File: config.mk
export PLATFORM = sky130hd
export DESIGN_NAME = cam_top
export DESIGN_NICKNAME = d
export VERILOG_FILES = /design/src/logic/cam_pkg.sv /design/src/logic/cam_ifs.sv /design/src/logic/cam_apb_regs.sv /design/src/logic/camera_capture.sv /design/src/logic/pixel_pack.sv /design/src/logic/video_out.sv /design/src/logic/cam_top.sv
export SDC_FILE = /design/constraint.sdc
export NUM_CORES = 1
export LEC_CHECK = 0
export BUFFER_PORTS_ARGS = -buffer_cell sky130_fd_sc_hd__buf_2
export CORE_MARGIN = 2
export CORE_UTILIZATION = 30
export CTS_CLUSTER_DIAMETER = 30
export DETAILED_ROUTE_END_ITERATION = 16
export PLACE_DENSITY = 0.56
export SYNTH_ARGS = -nofsm -noshare
export SYNTH_HDL_FRONTEND = slang
export SYNTH_HIERARCHICAL = 1
export SYNTH_SLANG_ARGS = --single-unit
File: constraint.sdc
create_clock -name ccd_pixel_clk -period 5.45 [get_ports ccd_pixel_clk]
set_input_delay 0.8175 -clock ccd_pixel_clk [delete_from_list [all_inputs] [get_ports ccd_pixel_clk]]
set_output_delay 0.8175 -clock ccd_pixel_clk [all_outputs]
set_load 0.02 [all_outputs]
File: src/logic/cam_pkg.sv
// Widths, sample and coordinate types, APB register map, reset values, frame word union
package cam_pkg;

  // ==================================================
  // Widths
  // ==================================================
  localparam int raw_w       = 12;  // Camera sample
  localparam int coord_w     = 12;  // Column / row counters
  localparam int chan_w      = 8;   // Output colour channel
  localparam int field_w     = 5;   // Colour field in frame word
  localparam int bin_w       = 8;   // Binarized byte
  localparam int frame_cnt_w = 32;
  localparam int apb_addr_w  = 8;
  localparam int apb_data_w  = 32;

  typedef logic [raw_w-1:0]   raw_t;
  typedef logic [coord_w-1:0] coord_t;
  typedef logic [chan_w-1:0]  chan_t;

  // ==================================================
  // Register map
  // ==================================================
  localparam logic [apb_addr_w-1:0] addr_ctrl   = 8'h00;
  localparam logic [apb_addr_w-1:0] addr_width  = 8'h04;
  localparam logic [apb_addr_w-1:0] addr_height = 8'h08;
  localparam logic [apb_addr_w-1:0] addr_thresh = 8'h0C;
  localparam logic [apb_addr_w-1:0] addr_frames = 8'h10;  // Read only

  // Control register bit positions
  localparam int ctrl_start_bit = 0;
  localparam int ctrl_bin_bit   = 1;
  localparam int ctrl_red_bit   = 4;
  localparam int ctrl_green_bit = 5;
  localparam int ctrl_blue_bit  = 6;

  localparam logic [apb_data_w-1:0] ctrl_rst   = '0;
  localparam coord_t                width_rst  = 12'd640;
  localparam coord_t                height_rst = 12'd480;
  localparam logic [bin_w-1:0]      thresh_rst = 8'd60;

  // ==================================================
  // Frame buffer word, colour or binary view
  // ==================================================
  typedef union packed {
    struct packed {
      logic               pad;    // Always zero
      logic [field_w-1:0] red;
      logic [field_w-1:0] green;
      logic [field_w-1:0] blue;
    } rgb;
    struct packed {
      logic [bin_w-1:0] zero;     // Upper byte unused
      logic [bin_w-1:0] value;    // 255 or 0
    } bin;
  } frame_word_t;

endpackage

File: src/logic/cam_ifs.sv
// Pixel stream interface (type parameterized) and configuration interface
`timescale 1ns/1ns

// ==================================================
// Pixel stream, one-cycle valid, no back-pressure
// ==================================================
interface pixel_if import cam_pkg::*; #(
  parameter type data_t = raw_t  // raw_t after capture, frame_word_t after packing
) ();
  data_t  data;
  logic   valid;  // Single pixel strobe
  coord_t col;
  coord_t row;

  modport src (
    output data,
    output valid,
    output col,
    output row
  );
  modport snk (
    input data,
    input valid,
    input col,
    input row
  );
endinterface

// ==================================================
// Configuration from the register block
// ==================================================
interface cfg_if import cam_pkg::*; ();
  logic             start;        // Capture request
  logic             binary_mode;  // 1: binarized byte, 0: 5-5-5 colour
  logic             red_en;
  logic             green_en;
  logic             blue_en;
  coord_t           width;        // Window size in pixels
  coord_t           height;       // Window size in lines
  logic [bin_w-1:0] threshold;    // Compared to raw[11:4]

  // Driver side
  modport regs (output start, output binary_mode, output red_en, output green_en,
                output blue_en, output width, output height, output threshold);
  // Readers along the pixel path
  modport usr (input start, input binary_mode, input red_en, input green_en,
               input blue_en, input width, input height, input threshold);
endinterface

File: src/logic/cam_apb_regs.sv
// APB slave with control, window, threshold registers and frame count readback
`timescale 1ns/1ns

module cam_apb_regs import cam_pkg::*; (
  input  logic                   ccd_pixel_clk,
  input  logic                   reset,
  input  logic                   psel,
  input  logic                   penable,
  input  logic                   pwrite,
  input  logic [apb_addr_w-1:0]  paddr,
  input  logic [apb_data_w-1:0]  pwdata,
  output logic [apb_data_w-1:0]  prdata,
  output logic                   pready,
  output logic                   pslverr,
  input  logic [frame_cnt_w-1:0] frame_count,  // Live count from capture
  cfg_if.regs                    cfg
);

  logic                  access;     // Access phase
  logic                  mapped;     // Address hits the map
  logic                  ro_hit;     // Write to read-only count
  logic                  wr_en;
  logic [apb_data_w-1:0] ctrl_word;

  assign access = psel & penable;
  assign pready = 1'b1;  // Zero wait states

  // Address decode
  always_comb begin
    case (paddr)
      addr_ctrl, addr_width, addr_height, addr_thresh, addr_frames: mapped = 1'b1;
      default: mapped = 1'b0;
    endcase
  end

  assign ro_hit  = pwrite & (paddr == addr_frames);
  assign wr_en   = access & pwrite & mapped & !ro_hit;
  assign pslverr = access & (!mapped | ro_hit);

  // ==================================================
  // Register writes at the access-phase edge
  // ==================================================
  always_ff @(posedge ccd_pixel_clk) begin
    if (reset) begin
      cfg.start       <= ctrl_rst[ctrl_start_bit];
      cfg.binary_mode <= ctrl_rst[ctrl_bin_bit];
      cfg.red_en      <= ctrl_rst[ctrl_red_bit];
      cfg.green_en    <= ctrl_rst[ctrl_green_bit];
      cfg.blue_en     <= ctrl_rst[ctrl_blue_bit];
      cfg.width       <= width_rst;
      cfg.height      <= height_rst;
      cfg.threshold   <= thresh_rst;
    end else if (wr_en) begin
      case (paddr)
        addr_ctrl: begin
          cfg.start       <= pwdata[ctrl_start_bit];
          cfg.binary_mode <= pwdata[ctrl_bin_bit];
          cfg.red_en      <= pwdata[ctrl_red_bit];
          cfg.green_en    <= pwdata[ctrl_green_bit];
          cfg.blue_en     <= pwdata[ctrl_blue_bit];
        end
        addr_width:  cfg.width     <= pwdata[coord_w-1:0];
        addr_height: cfg.height    <= pwdata[coord_w-1:0];
        addr_thresh: cfg.threshold <= pwdata[bin_w-1:0];
        default: ;  // Frame count is read only
      endcase
    end
  end

  // Control bits packed back for readback
  always_comb begin
    ctrl_word                 = '0;
    ctrl_word[ctrl_start_bit] = cfg.start;
    ctrl_word[ctrl_bin_bit]   = cfg.binary_mode;
    ctrl_word[ctrl_red_bit]   = cfg.red_en;
    ctrl_word[ctrl_green_bit] = cfg.green_en;
    ctrl_word[ctrl_blue_bit]  = cfg.blue_en;
  end

  // Read mux, valid through setup and access
  always_comb begin
    prdata = '0;
    if (psel && !pwrite) begin
      case (paddr)
        addr_ctrl:   prdata = ctrl_word;
        addr_width:  prdata = apb_data_w'(cfg.width);
        addr_height: prdata = apb_data_w'(cfg.height);
        addr_thresh: prdata = apb_data_w'(cfg.threshold);
        addr_frames: prdata = apb_data_w'(frame_count);
        default:     prdata = '0;
      endcase
    end
  end

endmodule

File: src/logic/camera_capture.sv
// Camera pin registers, column/row counters, window gate, frame start/stop, frame counter
`timescale 1ns/1ns

module camera_capture import cam_pkg::*; (
  input  logic                   ccd_pixel_clk,
  input  logic                   reset,
  input  raw_t                   ccd_data,
  input  logic                   ccd_fval,
  input  logic                   ccd_lval,
  cfg_if.usr                     cfg,
  pixel_if.src                   pix,
  output logic [frame_cnt_w-1:0] frame_count
);

  raw_t   data_q;     // Sampled pins
  logic   fval_q;
  logic   lval_q;
  logic   fval_d;     // One cycle later, for edges
  logic   lval_d;
  logic   fval_rise;
  logic   fval_fall;
  logic   lval_rise;
  logic   lval_fall;
  coord_t col_cnt;    // Column of next pixel
  coord_t row_cnt;    // Row of next line
  coord_t col_now;    // Column of the sampled pixel
  coord_t row_now;
  logic   active;     // Capturing current frame
  logic   act_now;
  logic   in_window;

  // ==================================================
  // Pin sampling
  // ==================================================
  always_ff @(posedge ccd_pixel_clk) begin
    data_q <= ccd_data;  // Payload only
  end

  always_ff @(posedge ccd_pixel_clk) begin
    if (reset) begin
      fval_q <= 1'b0;
      lval_q <= 1'b0;
      fval_d <= 1'b0;
      lval_d <= 1'b0;
    end else begin
      fval_q <= ccd_fval;
      lval_q <= ccd_lval;
      fval_d <= fval_q;
      lval_d <= lval_q;
    end
  end

  assign fval_rise = fval_q & !fval_d;
  assign fval_fall = !fval_q & fval_d;
  assign lval_rise = lval_q & !lval_d;
  assign lval_fall = !lval_q & lval_d;

  // Counters restart on the rising edge of their valid
  assign col_now = lval_rise ? '0 : col_cnt;
  assign row_now = fval_rise ? '0 : row_cnt;
  assign act_now = fval_rise ? cfg.start : active;  // Start only on frame boundary

  assign in_window = act_now & lval_q & (col_now < cfg.width) & (row_now < cfg.height);

  // ==================================================
  // Counters, start/stop, frame count
  // ==================================================
  always_ff @(posedge ccd_pixel_clk) begin
    if (reset) begin
      col_cnt     <= '0;
      row_cnt     <= '0;
      active      <= 1'b0;
      frame_count <= '0;
    end else begin
      if (lval_q) col_cnt <= col_now + coord_t'(1);
      row_cnt <= lval_fall ? row_now + coord_t'(1) : row_now;  // Next line
      if (fval_rise) begin
        active <= cfg.start;
      end else if (fval_fall && !cfg.start) begin
        active <= 1'b0;  // Stop after frame ends
      end
      if (fval_fall && active) frame_count <= frame_count + 1'b1;
    end
  end

  // Output stage, one cycle after sampling
  always_ff @(posedge ccd_pixel_clk) begin
    if (reset) pix.valid <= 1'b0;
    else       pix.valid <= in_window;
  end

  always_ff @(posedge ccd_pixel_clk) begin
    pix.data <= data_q;
    pix.col  <= col_now;
    pix.row  <= row_now;
  end

endmodule

File: src/logic/pixel_pack.sv
// Raw sample to frame word, 5-5-5 colour or binarized byte
`timescale 1ns/1ns

module pixel_pack import cam_pkg::*; (
  input  logic ccd_pixel_clk,
  input  logic reset,
  cfg_if.usr   cfg,
  pixel_if.snk in_pix,   // raw_t data
  pixel_if.src out_pix   // frame_word_t data
);

  frame_word_t word;
  logic        bright;   // Upper byte at or above threshold

  assign bright = in_pix.data[raw_w-1 -: bin_w] >= cfg.threshold;

  // ==================================================
  // Word build
  // ==================================================
  always_comb begin
    word = '0;  // Pad and upper byte stay zero
    if (cfg.binary_mode) begin
      word.bin.value = bright ? '1 : '0;
    end else begin
      // Monochrome sample fills all three fields
      word.rgb.red   = in_pix.data[raw_w-1 -: field_w];
      word.rgb.green = in_pix.data[raw_w-1 -: field_w];
      word.rgb.blue  = in_pix.data[raw_w-1 -: field_w];
    end
  end

  always_ff @(posedge ccd_pixel_clk) begin
    if (reset) out_pix.valid <= 1'b0;
    else       out_pix.valid <= in_pix.valid;
  end

  always_ff @(posedge ccd_pixel_clk) begin
    out_pix.data <= word;
    out_pix.col  <= in_pix.col;  // Position travels with the pixel
    out_pix.row  <= in_pix.row;
  end

endmodule

File: src/logic/video_out.sv
// Frame word decode to 8-bit red, green, blue with channel enables
`timescale 1ns/1ns

module video_out import cam_pkg::*; (
  input  logic  ccd_pixel_clk,
  input  logic  reset,
  cfg_if.usr    cfg,
  pixel_if.snk  pix,        // frame_word_t data
  output logic  out_valid,
  output chan_t out_red,
  output chan_t out_green,
  output chan_t out_blue
);

  localparam int pad_w = chan_w - field_w;  // Zero fill below a field

  chan_t red_d;
  chan_t green_d;
  chan_t blue_d;

  // ==================================================
  // Decode by mode
  // ==================================================
  always_comb begin
    red_d   = '0;
    green_d = '0;
    blue_d  = '0;
    if (pix.valid) begin
      if (cfg.binary_mode) begin
        red_d   = pix.data.bin.value;  // Grey binary on all channels
        green_d = pix.data.bin.value;
        blue_d  = pix.data.bin.value;
      end else begin
        if (cfg.red_en)   red_d   = {pix.data.rgb.red, {pad_w{1'b0}}};
        if (cfg.green_en) green_d = {pix.data.rgb.green, {pad_w{1'b0}}};
        if (cfg.blue_en)  blue_d  = {pix.data.rgb.blue, {pad_w{1'b0}}};
      end
    end
  end

  // Registered outputs, zero when idle
  always_ff @(posedge ccd_pixel_clk) begin
    if (reset) begin
      out_valid <= 1'b0;
      out_red   <= '0;
      out_green <= '0;
      out_blue  <= '0;
    end else begin
      out_valid <= pix.valid;
      out_red   <= red_d;
      out_green <= green_d;
      out_blue  <= blue_d;
    end
  end

endmodule

File: src/logic/cam_top.sv
// Top level with camera, APB and video ports, wiring registers and pixel path
`timescale 1ns/1ns

module cam_top import cam_pkg::*; (
  input  logic                  ccd_pixel_clk,
  input  logic                  reset,
  // Camera pins
  input  raw_t                  ccd_data,
  input  logic                  ccd_fval,
  input  logic                  ccd_lval,
  // APB slave
  input  logic                  psel,
  input  logic                  penable,
  input  logic                  pwrite,
  input  logic [apb_addr_w-1:0] paddr,
  input  logic [apb_data_w-1:0] pwdata,
  output logic [apb_data_w-1:0] prdata,
  output logic                  pready,
  output logic                  pslverr,
  // Video stream
  output logic                  out_valid,
  output chan_t                 out_red,
  output chan_t                 out_green,
  output chan_t                 out_blue
);

  logic [frame_cnt_w-1:0] frame_count;

  cfg_if                             cfg_bus ();
  pixel_if #(.data_t(raw_t))        cap_pix ();     // Windowed raw samples
  pixel_if #(.data_t(frame_word_t)) packed_pix ();  // Frame words

  // ==================================================
  // Blocks
  // ==================================================
  cam_apb_regs regs_i (
    .ccd_pixel_clk(ccd_pixel_clk), .reset(reset),
    .psel(psel), .penable(penable), .pwrite(pwrite), .paddr(paddr), .pwdata(pwdata),
    .prdata(prdata), .pready(pready), .pslverr(pslverr),
    .frame_count(frame_count), .cfg(cfg_bus)
  );

  camera_capture capture_i (
    .ccd_pixel_clk(ccd_pixel_clk), .reset(reset),
    .ccd_data(ccd_data), .ccd_fval(ccd_fval), .ccd_lval(ccd_lval),
    .cfg(cfg_bus), .pix(cap_pix), .frame_count(frame_count)
  );

  pixel_pack pack_i (
    .ccd_pixel_clk(ccd_pixel_clk), .reset(reset),
    .cfg(cfg_bus), .in_pix(cap_pix), .out_pix(packed_pix)
  );

  video_out video_i (
    .ccd_pixel_clk(ccd_pixel_clk), .reset(reset), .cfg(cfg_bus), .pix(packed_pix),
    .out_valid(out_valid), .out_red(out_red), .out_green(out_green), .out_blue(out_blue)
  );

endmodule

# After elaboration in Yosys (flattened, before gate mapping)
# Index checks and enable logic that the tools add are counted.
[word_totals]
reg_bits = 164
wordCells = 87
[op_classes]
addsub = 3
order_cmp = 3
n_eq_ne = 4
n_mux = 17
bitwise = 15
reduce_logical = 19
[op_table]
columns = ["op", "count"]
rows = [
  ["case mux 32 bit (5 select lines)", 1],
  ["two-way mux 8 bit", 8],
  ["two-way mux 12 bit", 3],
  ["adder 32 x 1 -> 32 bit (second input constant)", 1],
  ["two-way mux 32 bit", 1],
  ["adder 12 x 1 -> 12 bit (second input constant)", 2],
  ["less-than comparator 12 bit", 2],
  ["== test 8 x 4 -> 1 bit (second input constant)", 2],
  ["AND 1 bit", 13],
  ["== test 8 x 3 -> 1 bit (second input constant)", 1],
  ["== test 8 x 5 -> 1 bit (second input constant)", 1],
  ["greater-or-equal comparator 8 bit", 1],
  ["logical NOT 1 bit", 8],
  ["logical NOT 8 bit", 1],
  ["AND reduction 2 bit", 4],
  ["OR reduction 5 bit", 1],
  ["two-way mux 1 bit", 4],
  ["logical AND 1 bit", 3],
  ["nonzero test 2 bit", 1],
  ["OR reduction 2 bit", 1],
  ["inverter 1 bit", 1],
  ["OR 1 bit", 1],
]

# Depth between registers and ports, before layout
[depth]
word_depth = 6
depth_mapped = 10
ltp_nobuf = 8

# Hierarchy
# The synthesis kept the hierarchy.
[modules_own_cells]
columns = ["module", "instances", "cells_per_inst", "area_per_inst_um2", "seq_area_each_um2"]
rows = [
  ["camera_capture", 1, 470, 4486.8, 2202.1],
  ["cam_apb_regs", 1, 254, 2279.7, 740.7],
  ["pixel_pack", 1, 87, 1032.2, 700.7],
  ["video_out", 1, 69, 720.7, 380.4],
]

# Worst setup path after synthesis
# Ideal clock, no wire load.
[synth_path]
path_kind = "input -> output"
from = "input port paddr[7]"
to = "output port prdata[2]"
arrival_ns = 2.217
required_time_ns = 4.633
path_slack_ns = 2.415
cell_stages = 4
path_buffers = 1
path_cell_list = "or4b_1 a211o_1 clkbuf_1 o2bb2ai_1"
[synth_via]
elab_chain_cells = 3
[synth_rtl]
columns = ["element", "line_no", "source"]
rows = [
  ["start: declaration", "cam_top.sv:15", "input logic [apb_addr_w-1:0] paddr,"],
  ["== test 8 x 5 -> 1 bit (tied with other cells)", "cam_apb_regs.sv:84", "case (paddr)"],
  ["case mux 32 bit (5 select lines) (*)", "cam_apb_regs.sv:84", ""],
  ["two-way mux 32 bit (*)", "cam_apb_regs.sv:83", "if (psel && !pwrite) begin"],
  ["end: declaration", "cam_top.sv:17", "output logic [apb_data_w-1:0] prdata,"],
]
# Every way passes the cells marked *; elsewhere a longest branch is shown, timed or not.

# Final worst setup path
[layout_path]
from = "input port paddr[7]"
to = "output port prdata[3]"
# Same word-level chain as after synthesis.

==> reports/metrics.yaml <==
setup_path:
  worst_ep_arrival_time_ns: 2.71
  r2r-end: "capture_i/pix.valid$_SDFF_PP0_"
  crit_path_end_kind: "primary output"
  path_max_fanout: 8
  rrSetupSlack_ns: 2.82
  rr_worst_depth: 8
  critical_path_class: "input port to primary output"
  r2r_start: "capture_i/lval_q$_SDFF_PP0_"
  worstPathRequired_ns: 4.63
  cp-start-kind: "input port"
clocking:
  postCtsSetupBuffers: 0
  cts.sink_count: 145
  cts_tree: "built"
  path_clk_slew_ns: 0.07
  cts_max_level: 4
  hold_buffers: 0
  cts_inserted_buffers: 17
  cts_buffer_depth: 2
  cts_root_buf: "clkbuf_16"
  clk_latency_ns: 0.43
  post_cts_resized: 0
hold_path:
  min_from: "capture_i/data_q[8]$_DFF_P_"
  whs_path_depth: 0
  hold_class: "flip-flop to flip-flop"
  hold_end: "capture_i/pix.data[8]$_DFF_P_"
timing:
  rsz0062_at_grt: "false"
  timing.hold.ws_ns: 0.3275
  max_freq_ghz: 0.2836
  finalCriticalPeriod_ns: 3.527
  finalSetupViolCount: 0
  finalSetupTns_ns: 0
  relSlewSlack: 0.4254
  report.final.hold_viol_count: 0
  worstMarginPinSlew_ns: 0.8548
  finClkSkew_ns: 0.01225
  fin_crit_sh: 0.6471
  finalMaxSlewViolations: 0
status:
  status: "complete, no violations"
routing:
  drt_first_pass_iters: 4
  wl_mm: 18.12
  drc_errors: 0
  drt_first_iter_violations: 426
  dr_total_vias: 5770
  wl_per_cell_um: 14.84
  vias_per_cell: 4.726
  ant_nets: 0
finish:
  nNetsFinal: 973
  areaGrowthSynthToFinish_pct: 16.05
  drive_above_1_share: 0.1752
  multi_input_area_sq_um: 4016
  seq_area_sq_um: 2903
  fillCellCount: 2501
  finish.instance_area_sq_um: 8566
logic_synthesis:
  ys_warn_count: 6
  syn_avg_cell_area_sq_um: 8.990
  synthesis.area_sq_um: 7381
  syn_inst: 821
  syn-num-nets: 911
grt:
  grt_pass1_wl_mm: 28.90
  grt_usage: 0.1410
  grt_pass1_vias: 5441
  grt_max_degree: 77
  antenna_found_initial: 1
  overflow: 0
place:
  port_buffers: 92
  dp_hpwl_mm: 13.06
  gp_congestion: 0.7816
  placed_area_sq_um: 7975
power_and_ir_drop:
  peakVddDrop_mv: 0.1785
  total_leakage_power_nw: 3.622
  pwr_density_cell_nw_per_um2: 274.8
floorplanning:
  core.rowCount: 57
  ios: 118
  die-height_um: 160.9
  coreArea_sq_um: 24250
  die_w_um: 160.9
  initial_core_util: 0.3044
  die_area_sq_um: 25870
flow_run:
  maxCapViolCount: 0
==> critical path, cell delays in order <==
cell       delay [ns]
buf_2            0.11
or4b_1           0.59
nor4_2           0.74
o2bb2ai_1        0.23
buf_2            0.21
==> flip-flops by register name, summed over array words and instances (netlist names), 10 cells and up <==
name,cells
capture_i/row_cnt,12
regs_i/cfg.height,12
regs_i/cfg.width,12
capture_i/col_cnt,12
capture_i/frame_count,32
pack_i/out_pix.data,10
==> placed cells by master (no fill, tap or decap), types with 7 or more instances in the layout <==
master / count
a21oi_1: 40
and2_1: 44
and3_1: 13
and3b_1: 10
buf_2: 91
clkbuf_16: 17
dfxtp_1: 145
ha_1: 31
inv_1: 41
inv_6: 8
mux2_2: 8
mux2i_1: 40
nand2_1: 37
nand2b_1: 51
nand3_1: 36
nand3b_1: 16
nand4_1: 15
nor2_1: 73
nor2b_1: 10
nor3_1: 12
o21ai_0: 15
o2bb2ai_1: 8
or3_1: 7
xnor2_1: 16
xor2_1: 28
==> per-stage QoR <==
step                      power (W)  instances  setup slack, ns  utilization
after floorplan            0.001166        821            2.415            -
after global placement     0.001197       1188            1.931       0.3289
after detailed placement   0.001199       1188            1.940       0.3289
after CTS                  0.002379       1220            1.936       0.3531
after global routing       0.002441       1220            1.815       0.3531
final                      0.002353       1221            1.923       0.3533
==> how the worst max path moves through the flow <==
stage,start,to,slack [ns],cells after the start
after floorplan,paddr[7],prdata[2],2.42,4
after global placement,paddr[7],prdata[4],1.93,5
after detailed placement,paddr[7],prdata[4],1.94,5
after CTS,paddr[7],prdata[4],1.94,5
after global routing,paddr[7],prdata[3],1.81,5
final,paddr[7],prdata[3],1.92,5
==> layer usage <==
metal | vias to the layer above | share of wire | GRT usage
met2 | 117 | 0.45 | 0.2273
met1 | 2701 | 0.49 | 0.1929
met5 | - | 0 | 0
met3 | 10 | 0.052 | 0.02815
li1 | 2942 | - | -
met4 | 0 | 0.0091 | 0.03693
==> final cells by class <==
cell class              instances  area share
flip-flops and latches        145      0.3389
inverters                      42     0.01840
clock inverters                15     0.01899
diodes                          1   0.0002921
clock buffers                  17     0.04966
repair buffers                 96     0.05755
multi-input cells             581      0.4689
well taps                     324     0.04733
==> power by group <==
part	switching (W)	total [W]	leakage (nW)	internal, W
clock	0.000526	0.00118	0.289	0.000653
combinational	0.0000578	0.0000916	2.15	0.0000337
sequential	0.0000102	0.00108	1.18	0.00107
total	0.000594	0.00235	3.62	0.00176
Note: power is estimated with default switching activity, not from simulation.
